[src/rtl/ncpu_cfg_pkg.sv]
package ncpu_cfg_pkg;

   // Data path
   localparam int unsigned DW = 32;                  // Architectural data word

   // Program counter, word aligned so the two low bits are dropped
   localparam int unsigned PC_W = 30;

   // Rename
   localparam int unsigned PRF_AW = 6;               // Physical register index

   // Commit geometry
   // log2 of the number of ROB slots examined per cycle,
   // giving four slots with the default setting
   localparam int unsigned P_COMMIT_WIDTH_DFLT = 2;

endpackage

[src/rtl/cmt_ops_pkg.sv]
package cmt_ops_pkg;

   // Opcode buses, one field per commit slot
   localparam int unsigned LSU_IOPW = 4;             // Non-zero means load/store
   localparam int unsigned EPU_IOPW = 6;             // Non-zero means EPU operation

   // Branch update word as recorded by the BPU at fetch time
   localparam int unsigned BPU_UPD_W = 32;           // Per slot

   // Field layout of the update word
   // bit 0 holds the predicted direction, the predicted
   // target PC starts at bit 1 and spans a full word-aligned PC
   localparam int unsigned BPU_UPD_TAKEN = 0;        // Predicted taken
   localparam int unsigned BPU_UPD_TGT_LSB = 1;      // Predicted target LSB

endpackage

[src/rtl/cmt_ctl_if.sv]
interface cmt_ctl_if
(
   input logic clk,
   input logic rst_n
);

   logic head_valid;                                 // ROB head holds an op
   logic head_lsu_req;                               // Head needs the LSU
   logic head_epu_req;                               // Head needs the EPU
   logic head_fire;                                  // Head retires this cycle
   logic commit_en;                                  // No unit op outstanding
   logic se_fls;                                     // Self-flush, one cycle
   logic flush;                                      // Self or exception flush

   modport sel
   (
      input  clk, rst_n,
      input  commit_en, se_fls, flush,
      output head_lsu_req, head_epu_req, head_fire
   );

   modport seq
   (
      input  head_valid, head_lsu_req, head_epu_req, flush,
      output commit_en
   );

   modport redir
   (
      input  head_fire,
      output se_fls, flush
   );

endinterface

[src/rtl/cmt_sel.sv]
module cmt_sel
   import ncpu_cfg_pkg::*;
   import cmt_ops_pkg::*;
#(
   parameter int P_COMMIT_WIDTH = P_COMMIT_WIDTH_DFLT
)
(
   cmt_ctl_if.sel                           ctl,
   input  logic [(1<<P_COMMIT_WIDTH)-1:0]   cmt_valid,
   input  logic [LSU_IOPW*(1<<P_COMMIT_WIDTH)-1:0] cmt_lsu_opc_bus,
   input  logic [EPU_IOPW*(1<<P_COMMIT_WIDTH)-1:0] cmt_epu_opc_bus,
   input  logic [(1<<P_COMMIT_WIDTH)-1:0]   cmt_exc,
   input  logic [(1<<P_COMMIT_WIDTH)-1:0]   cmt_fls,
   input  logic [(1<<P_COMMIT_WIDTH)-1:0]   cmt_is_bcc,
   input  logic [(1<<P_COMMIT_WIDTH)-1:0]   cmt_is_breg,
   input  logic [(1<<P_COMMIT_WIDTH)-1:0]   cmt_is_brel,
   output logic [(1<<P_COMMIT_WIDTH)-1:0]   cmt_fire,
   output logic [P_COMMIT_WIDTH:0]          cmt_pop_size
);

   localparam int CW = 1 << P_COMMIT_WIDTH;

   logic [CW-1:0] lsu_req;
   logic [CW-1:0] epu_req;
   logic [CW-1:0] is_br;
   logic [CW-1:0] single_fu;
   logic [CW-1:0] retire_mask;

   // Unit needs are masked while the self-flush drains the ROB
   for (genvar i = 0; i < CW; i++)
   begin : g_slot
      assign lsu_req[i] = ~ctl.se_fls & (|cmt_lsu_opc_bus[i*LSU_IOPW +: LSU_IOPW]);
      assign epu_req[i] = ~ctl.se_fls &
                          ((|cmt_epu_opc_bus[i*EPU_IOPW +: EPU_IOPW]) | cmt_exc[i]);
      assign is_br[i]   = cmt_is_bcc[i] | cmt_is_breg[i] | cmt_is_brel[i];
   end

   // These slots must retire alone at the head
   assign single_fu = lsu_req | epu_req | cmt_fls | is_br;

   always_comb
   begin
      retire_mask[0] = ctl.commit_en & ~ctl.flush;
      // Slot 1 also checks itself, so a single-unit op waits to become head
      retire_mask[1] = retire_mask[0] & ~single_fu[0] & ~single_fu[1];
      for (int k = 2; k < CW; k++)
         retire_mask[k] = retire_mask[k-1] & ~single_fu[k];
   end

   assign cmt_fire = cmt_valid & retire_mask;

   always_comb
   begin
      cmt_pop_size = '0;
      for (int k = 0; k < CW; k++)
         cmt_pop_size = cmt_pop_size + {{P_COMMIT_WIDTH{1'b0}}, cmt_fire[k]};
   end

   assign ctl.head_lsu_req = lsu_req[0];
   assign ctl.head_epu_req = epu_req[0];
   assign ctl.head_fire    = cmt_fire[0];

   // ROB pops exactly the slots that were reported as fired
   a_pop_size: assert property (@(posedge ctl.clk) disable iff (!ctl.rst_n)
      cmt_pop_size == $countones(cmt_fire))
      else $error("pop size %0d disagrees with fire vector %b", cmt_pop_size, cmt_fire);

endmodule

[src/rtl/cmt_fu_seq.sv]
module cmt_fu_seq
   import ncpu_cfg_pkg::*;
(
   input  logic              clk,
   input  logic              rst_n,
   cmt_ctl_if.seq            ctl,
   input  logic              lsu_wb_valid,
   input  logic [DW-1:0]     lsu_wb_dout,
   input  logic              epu_wb_valid,
   input  logic [DW-1:0]     epu_wb_dout,
   input  logic              epu_wb_dout_sel,
   input  logic              cmt_prd_we0,
   input  logic [PRF_AW-1:0] cmt_prd0,
   output logic              lsu_req_valid,
   output logic              epu_req_valid,
   output logic              prf_we,
   output logic [PRF_AW-1:0] prf_waddr,
   output logic [DW-1:0]     prf_wdata
);

   localparam logic [1:0] S_IDLE    = 2'b01;
   localparam logic [1:0] S_PENDING = 2'b10;

   logic [1:0] state_q;
   logic [1:0] state_d;
   logic       pipe_req;
   logic       pipe_finish;

   assign pipe_req    = ctl.head_valid & (ctl.head_lsu_req | ctl.head_epu_req);
   assign pipe_finish = lsu_wb_valid | epu_wb_valid;

   always_comb
   begin
      state_d = state_q;
      case (state_q)
         S_IDLE:
            if (pipe_req)
               state_d = S_PENDING;
         S_PENDING:
            if (pipe_finish)
               state_d = S_IDLE;                     // Head retires on the pulse
         default:
            state_d = S_IDLE;
      endcase
   end

   always_ff @(posedge clk or negedge rst_n)
   begin
      if (!rst_n)
         state_q <= S_IDLE;
      else
         state_q <= state_d;
   end

   // Request is a level held only in the issuing cycle
   assign lsu_req_valid = (state_q == S_IDLE) & ctl.head_valid & ctl.head_lsu_req;
   assign epu_req_valid = (state_q == S_IDLE) & ctl.head_valid & ctl.head_epu_req;

   // Stall whole commit while a unit op is outstanding
   assign ctl.commit_en = ~pipe_req | pipe_finish;

   assign prf_we    = pipe_finish & ~ctl.flush & cmt_prd_we0;
   assign prf_waddr = cmt_prd0;
   assign prf_wdata = epu_wb_dout_sel ? epu_wb_dout : lsu_wb_dout;

   // External units only answer a request this stage issued
   a_no_idle_wb: assert property (@(posedge clk) disable iff (!rst_n)
      pipe_finish |-> (state_q == S_PENDING))
      else $error("unit completion while no request is outstanding");

   a_one_unit: assert property (@(posedge clk) disable iff (!rst_n)
      !(lsu_req_valid && epu_req_valid))
      else $error("LSU and EPU requested together");

endmodule

[src/rtl/cmt_redirect.sv]
module cmt_redirect
   import ncpu_cfg_pkg::*;
   import cmt_ops_pkg::*;
(
   input  logic                 clk,
   input  logic                 rst_n,
   cmt_ctl_if.redir             ctl,
   input  logic                 cmt_fls0,
   input  logic [PC_W-1:0]      cmt_pc0,
   input  logic [DW-1:0]        cmt_opera0,
   input  logic                 refetch,
   input  logic                 exc_flush,
   input  logic [PC_W-1:0]      exc_flush_tgt,
   input  logic                 cmt_is_bcc0,
   input  logic                 cmt_is_breg0,
   input  logic                 cmt_is_brel0,
   input  logic [BPU_UPD_W-1:0] cmt_bpu_upd0,
   output logic [PC_W-1:0]      flush_tgt,
   output logic                 bpu_wb,
   output logic                 bpu_wb_is_bcc,
   output logic                 bpu_wb_is_breg,
   output logic                 bpu_wb_is_brel,
   output logic                 bpu_wb_taken,
   output logic [PC_W-1:0]      bpu_wb_pc,
   output logic [PC_W-1:0]      bpu_wb_npc_act,
   output logic [BPU_UPD_W-1:0] bpu_wb_upd
);

   logic [PC_W-1:0] npc0;
   logic [PC_W-1:0] act_tgt;
   logic            se_fls_d;
   logic [PC_W-1:0] se_tgt_d;
   logic            se_fls_q;
   logic [PC_W-1:0] se_tgt_q;

   assign npc0    = cmt_pc0 + 1'b1;                  // Sequential successor
   assign act_tgt = cmt_opera0[PC_W-1:0];            // Resolved branch target

   // Set only by a firing head, nothing fires while it is high
   assign se_fls_d = ctl.head_fire & (cmt_fls0 | refetch);
   assign se_tgt_d = cmt_fls0 ? act_tgt : npc0;

   always_ff @(posedge clk or negedge rst_n)
   begin
      if (!rst_n)
         se_fls_q <= 1'b0;
      else
         se_fls_q <= se_fls_d;
   end

   always_ff @(posedge clk)
   begin
      if (ctl.head_fire)
         se_tgt_q <= se_tgt_d;
   end

   assign ctl.se_fls = se_fls_q;
   assign ctl.flush  = se_fls_q | exc_flush;
   assign flush_tgt  = se_fls_q ? se_tgt_q : exc_flush_tgt;   // Self-flush wins

   assign bpu_wb         = ctl.head_fire & (cmt_is_bcc0 | cmt_is_breg0 | cmt_is_brel0);
   assign bpu_wb_is_bcc  = cmt_is_bcc0;
   assign bpu_wb_is_breg = cmt_is_breg0;
   assign bpu_wb_is_brel = cmt_is_brel0;
   // Mispredict flips the predicted direction
   assign bpu_wb_taken   = cmt_bpu_upd0[BPU_UPD_TAKEN] ^ cmt_fls0;
   assign bpu_wb_pc      = cmt_pc0;
   assign bpu_wb_npc_act = cmt_fls0 ? act_tgt : cmt_bpu_upd0[BPU_UPD_TGT_LSB +: PC_W];
   assign bpu_wb_upd     = cmt_bpu_upd0;

   // Self-flush is a single-cycle pulse
   a_se_fls_pulse: assert property (@(posedge clk) disable iff (!rst_n)
      se_fls_q |=> !se_fls_q)
      else $error("self-flush held for two cycles");

endmodule

[src/rtl/cmt_top.sv]
module cmt_top
   import ncpu_cfg_pkg::*;
   import cmt_ops_pkg::*;
#(
   parameter int P_COMMIT_WIDTH = P_COMMIT_WIDTH_DFLT
)
(
   input  logic                                      clk,
   input  logic                                      rst_n,
   // From ROB
   input  logic [(1<<P_COMMIT_WIDTH)-1:0]            cmt_valid,
   input  logic [LSU_IOPW*(1<<P_COMMIT_WIDTH)-1:0]   cmt_lsu_opc_bus,
   input  logic [EPU_IOPW*(1<<P_COMMIT_WIDTH)-1:0]   cmt_epu_opc_bus,
   input  logic [(1<<P_COMMIT_WIDTH)-1:0]            cmt_exc,
   input  logic [(1<<P_COMMIT_WIDTH)-1:0]            cmt_fls,
   input  logic [(1<<P_COMMIT_WIDTH)-1:0]            cmt_is_bcc,
   input  logic [(1<<P_COMMIT_WIDTH)-1:0]            cmt_is_breg,
   input  logic [(1<<P_COMMIT_WIDTH)-1:0]            cmt_is_brel,
   input  logic [PC_W*(1<<P_COMMIT_WIDTH)-1:0]       cmt_pc,
   input  logic [DW*(1<<P_COMMIT_WIDTH)-1:0]         cmt_opera,
   input  logic [BPU_UPD_W*(1<<P_COMMIT_WIDTH)-1:0]  cmt_bpu_upd,
   input  logic [PRF_AW*(1<<P_COMMIT_WIDTH)-1:0]     cmt_prd,
   input  logic [(1<<P_COMMIT_WIDTH)-1:0]            cmt_prd_we,
   // From LSU and EPU
   input  logic                                      lsu_wb_valid,
   input  logic [DW-1:0]                             lsu_wb_dout,
   input  logic                                      epu_wb_valid,
   input  logic [DW-1:0]                             epu_wb_dout,
   input  logic                                      epu_wb_dout_sel,
   input  logic                                      exc_flush,
   input  logic [PC_W-1:0]                           exc_flush_tgt,
   input  logic                                      refetch,
   // To ROB
   output logic [(1<<P_COMMIT_WIDTH)-1:0]            cmt_fire,
   output logic [P_COMMIT_WIDTH:0]                   cmt_pop_size,
   // To LSU and EPU
   output logic                                      lsu_req_valid,
   output logic                                      epu_req_valid,
   // To PRF
   output logic                                      prf_we,
   output logic [PRF_AW-1:0]                         prf_waddr,
   output logic [DW-1:0]                             prf_wdata,
   // To frontend
   output logic                                      flush,
   output logic [PC_W-1:0]                           flush_tgt,
   output logic                                      bpu_wb,
   output logic                                      bpu_wb_is_bcc,
   output logic                                      bpu_wb_is_breg,
   output logic                                      bpu_wb_is_brel,
   output logic                                      bpu_wb_taken,
   output logic [PC_W-1:0]                           bpu_wb_pc,
   output logic [PC_W-1:0]                           bpu_wb_npc_act,
   output logic [BPU_UPD_W-1:0]                      bpu_wb_upd
);

   cmt_ctl_if ctl_i (.clk(clk), .rst_n(rst_n));

   assign ctl_i.head_valid = cmt_valid[0];
   assign flush            = ctl_i.flush;

   cmt_sel #(.P_COMMIT_WIDTH(P_COMMIT_WIDTH)) u_sel
   (
      .ctl             (ctl_i.sel),
      .cmt_valid       (cmt_valid),
      .cmt_lsu_opc_bus (cmt_lsu_opc_bus),
      .cmt_epu_opc_bus (cmt_epu_opc_bus),
      .cmt_exc         (cmt_exc),
      .cmt_fls         (cmt_fls),
      .cmt_is_bcc      (cmt_is_bcc),
      .cmt_is_breg     (cmt_is_breg),
      .cmt_is_brel     (cmt_is_brel),
      .cmt_fire        (cmt_fire),
      .cmt_pop_size    (cmt_pop_size)
   );

   cmt_fu_seq u_fu_seq
   (
      .clk             (clk),
      .rst_n           (rst_n),
      .ctl             (ctl_i.seq),
      .lsu_wb_valid    (lsu_wb_valid),
      .lsu_wb_dout     (lsu_wb_dout),
      .epu_wb_valid    (epu_wb_valid),
      .epu_wb_dout     (epu_wb_dout),
      .epu_wb_dout_sel (epu_wb_dout_sel),
      .cmt_prd_we0     (cmt_prd_we[0]),
      .cmt_prd0        (cmt_prd[PRF_AW-1:0]),        // Only the head writes back
      .lsu_req_valid   (lsu_req_valid),
      .epu_req_valid   (epu_req_valid),
      .prf_we          (prf_we),
      .prf_waddr       (prf_waddr),
      .prf_wdata       (prf_wdata)
   );

   cmt_redirect u_redirect
   (
      .clk             (clk),
      .rst_n           (rst_n),
      .ctl             (ctl_i.redir),
      .cmt_fls0        (cmt_fls[0]),
      .cmt_pc0         (cmt_pc[PC_W-1:0]),
      .cmt_opera0      (cmt_opera[DW-1:0]),
      .refetch         (refetch),
      .exc_flush       (exc_flush),
      .exc_flush_tgt   (exc_flush_tgt),
      .cmt_is_bcc0     (cmt_is_bcc[0]),
      .cmt_is_breg0    (cmt_is_breg[0]),
      .cmt_is_brel0    (cmt_is_brel[0]),
      .cmt_bpu_upd0    (cmt_bpu_upd[BPU_UPD_W-1:0]),
      .flush_tgt       (flush_tgt),
      .bpu_wb          (bpu_wb),
      .bpu_wb_is_bcc   (bpu_wb_is_bcc),
      .bpu_wb_is_breg  (bpu_wb_is_breg),
      .bpu_wb_is_brel  (bpu_wb_is_brel),
      .bpu_wb_taken    (bpu_wb_taken),
      .bpu_wb_pc       (bpu_wb_pc),
      .bpu_wb_npc_act  (bpu_wb_npc_act),
      .bpu_wb_upd      (bpu_wb_upd)
   );

endmodule

[config.mk]
export PLATFORM = sky130hd
export DESIGN_NAME = cmt_top
export DESIGN_NICKNAME = d
export VERILOG_FILES = /design/src/rtl/ncpu_cfg_pkg.sv /design/src/rtl/cmt_ops_pkg.sv /design/src/rtl/cmt_ctl_if.sv /design/src/rtl/cmt_sel.sv /design/src/rtl/cmt_fu_seq.sv /design/src/rtl/cmt_redirect.sv /design/src/rtl/cmt_top.sv
export SDC_FILE = /design/constraint.sdc
export NUM_CORES = 1
export LEC_CHECK = 0
export BUFFER_PORTS_ARGS = -buffer_cell sky130_fd_sc_hd__buf_2
export CELL_PAD_IN_SITES_DETAIL_PLACEMENT = 0
export CELL_PAD_IN_SITES_GLOBAL_PLACEMENT = 1
export CORE_AREA = 2 2 287 289
export CTS_CLUSTER_SIZE = 24
export DETAILED_ROUTE_END_ITERATION = 12
export DIE_AREA = 0 0 289 291
export PLACE_DENSITY_LB_ADDON = 0.05
export SLEW_MARGIN = 40
export SYNTH_ARGS = -nofsm -noshare
export SYNTH_HDL_FRONTEND = slang
export SYNTH_SLANG_ARGS = --single-unit
[constraint.sdc]
create_clock -name clk -period 3.55 [get_ports clk]
set_clock_uncertainty 0.15 [all_clocks]
set_input_delay 0 -clock clk [delete_from_list [all_inputs] [get_ports clk]]
set_output_delay 0 -clock clk [all_outputs]
set_load 0.01 [all_outputs]
==> impl_metrics.py <==
metrics = {
    "finish": {
        "layout_common_cells": "423 x buf_2, 69 x mux2_2, 53 x dlygate4sd3_1",
        "nNetsFinal": 1427,
        "area_growth_pct": 95.7,
        "final_common_cell": "buf_2",
        "drive_above_1_share": 0.608,
    },
    "route": {
        "vias": 4932,
        "wl_per_cell_um": 15.0,
        "first_iter_violations": 129,
        "drc": 0,
        "drt-total-wl_um": 28900,
        "drtAntennaViolNets": 0,
        "viasPerCell": 2.56,
        "drt_pass1_iterations": 4,
    },
    "critical_path": {
        "r2r_cells": 4,
        "crit_end": "cmt_pop_size[1]",
        "critPathLaunchType": "flip-flop",
        "max_stage_delay_ns": 0.52,
        "critPathSlowestCell": "dfrtp_2",
        "worstPathCellList": "a31oi_1 -> buf_4 -> nor3_1 -> buf_4 -> and2_1 -> ha_1 -> inv_1 -> fa_1 -> inv_1 -> ha_1 -> buf_2",
        "cp_top_family": "adder cells",
        "path_max_fanout": 8,
        "end_kind": "primary output",
        "worst_r2r_endpoint": "u_redirect.se_tgt_q[20]",
        "cp_num_buf_inv": 5,
        "r2r-start": "u_redirect.ctl.se_fls",
        "cp_data_required_time_ns": 3.40,
        "critPathLaunch": "u_redirect.ctl.se_fls",
        "crit_cells": 11,
        "critical_path_arrival_ns": 2.80,
        "path_class": "flip-flop to primary output",
        "reg2reg_slack_ns": 1.45,
    },
    "floorplan": {
        "row_count": 105,
        "initial_core_util": 0.0469,
        "num_io_pins": 745,
        "core_area_sq_um": 81200,
        "dieArea_sq_um": 84100,
        "fp.dieH_um": 291,
        "die_w_um": 289,
    },
    "synth": {
        "synth_flop_cell": "edfxtp_1",
        "synth-edff-count": 30,
        "ys_types": 41,
        "syn_area_sq_um": 3810,
        "syn_avg_cell_area_sq_um": 8.43,
        "synth_async_sr_flop_share": 0.0909,
        "synth_cells": 452,
        "ys_warn_count": 0,
        "seq_area_frac_synth": 0.256,
        "ys_ff_latch": 33,
        "synth_nets": 1025,
    },
    "clock_tree": {
        "htree_levels": 2,
        "cts_resized": 0,
        "post-cts-setup-buffers": 0,
        "worstSkewPairLatency_ns": 0.31,
        "cts_buffer_depth": 2,
        "cts_buffers": 5,
        "root_buffer": "clkbuf_16",
        "clock-sinks": 33,
        "cts_tree": "built",
        "holdBufCountCts": 53,
        "clkTransAtPathRegs_ns": 0.06,
    },
    "pwr": {
        "leakage_nw": 3.17,
        "peakVddDrop_mv": 0.155,
        "p_per_area_nw_per_um2": 227,
    },
    "min_path": {
        "hp-start": "cmt_opera[18]",
        "min_path_type": "input port to flip-flop",
    },
    "sta": {
        "drv_slew": 0,
        "grt_setup_unrepaired": "no",
        "clock.fmax_ghz": 0.339,
        "finalCritPeriodShare": 0.832,
        "setup-violations-final": 0,
        "min_period_ns": 2.95,
        "fin_tns_setup_ns": 0,
        "maxSlewHeadroom": 0.506,
        "setup_slack_ns": 0.598,
        "worstMarginPinSlew_ns": 0.741,
        "timing.hold.ws_ns": 0.0278,
        "finalHoldViolCount": 0,
    },
    "placed_design": {
        "port_buffers": 425,
        "post-place-ws_ns": 0.780,
        "dp_hpwl_um": 24500,
        "place_congestion": 0.666,
    },
    "global_route": {
        "grt_max_degree": 51,
        "antenna_found_initial": 6,
        "grt_overflow": 0,
        "grt_pass1_wl_um": 39300,
        "grt_usage": 0.0667,
        "grt_pass1_vias": 5422,
    },
    "job": {
        "cap_violations": 0,
    },
    "status": {
        "status": "finished clean",
    },
}
-- metrics by stage --
step                      cells  instance area [sq um]    util  power, W
after floorplan             452                   3810       -  0.000776
after global placement     1864                   6760  0.0833   0.00114
after detailed placement   1864                   6760  0.0833   0.00112
after CTS                  1925                   7450  0.0918   0.00181
after global routing       1925                   7460  0.0918   0.00186
final                      1926                   7460  0.0919   0.00170
-- final cells by class --
type | instances | area (sq um)
clock buffer | 6 | 129
multi-input combinational | 290 | 2090
sequential | 33 | 978
inverter | 33 | 124
timing repair buffer | 491 | 2760
antenna | 1 | 2.50
fill | 9590 | 73700
clock inverter | 2 | 33.8
tap | 1070 | 1340
-- per-layer routing --
layer  routed length (um)  vias up  track usage
met4                  332        4       0.0151
met3                 2640       16       0.0241
li1                     -     2373            -
met1                12200     2241       0.0777
met5                   27        -            0
met2                13700      298        0.115
-- worst min path at each step --
| stage | to | depth (start not counted) |
|---|---|---|
| after global placement | u_fu_seq.state_q[1] | 1 |
| after CTS | u_redirect.se_tgt_q[15] | 3 |
| after floorplan | u_fu_seq.state_q[1] | 0 |
| after detailed placement | u_redirect.ctl.se_fls | 1 |
| final | u_redirect.se_tgt_q[18] | 4 |
| after global routing | u_redirect.se_tgt_q[15] | 3 |
-- cells in the mapped netlist, drive strengths merged, types with 2 or more instances --
| cell type | number | area [sq um] |
|---|---|---|
| buf | 78 | 564 |
| mux2 | 69 | 777 |
| o21ai | 38 | 190 |
| nand2 | 35 | 131 |
| inv | 33 | 124 |
| edfxtp | 30 | 901 |
| nand3 | 22 | 115 |
| clkbuf | 18 | 70.1 |
| nor2 | 17 | 63.8 |
| or4 | 15 | 113 |
| nor4 | 13 | 81.3 |
| a31oi | 11 | 68.8 |
| nor3 | 9 | 45.0 |
| xnor2 | 8 | 70.1 |
| o211ai | 7 | 52.6 |
| o31ai | 7 | 52.6 |
| nand4 | 6 | 37.5 |
| xor2 | 5 | 43.8 |
| and3 | 4 | 25.0 |
| and4 | 3 | 26.3 |
| ha | 3 | 37.5 |
| o311ai | 3 | 26.3 |
| and2 | 2 | 12.5 |
| dfrtp | 2 | 50.1 |
| o21a | 2 | 15.0 |
-- flip-flops by register name, indices dropped and copies added, names as in the netlist --
signal and flops:
u_fu_seq.state_q 2, u_redirect.se_tgt_q 30, u_redirect.ctl.se_fls 1
-- tightest hold or removal path: stages --
cell and delay [ns]:
buf_2 0.07, nand2_1 0.06, o311ai_0 0.11, buf_4 0.14
-- cell families after synthesis --
kind of cell | count (synthesis) | synth area share
AO/OA/AOI/OAI | 70 | 0.110
XOR/XNOR | 13 | 0.0299
adder cells (fa/ha/maj) | 4 | 0.0151
buffers and inverters | 129 | 0.199
flip-flops | 33 | 0.256
multiplexers | 69 | 0.204
AND/OR/NAND/NOR | 134 | 0.186
-- report_power, final --
part / switching (W) / internal, W / total [W]
Combinational: 0.000348 / 0.000329 / 0.000677
Sequential: 0.0000132 / 0.000453 / 0.000466
Clock: 0.000223 / 0.000331 / 0.000553
Total: 0.000584 / 0.00111 / 0.00170
Note: power is estimated with default switching activity, not from simulation.
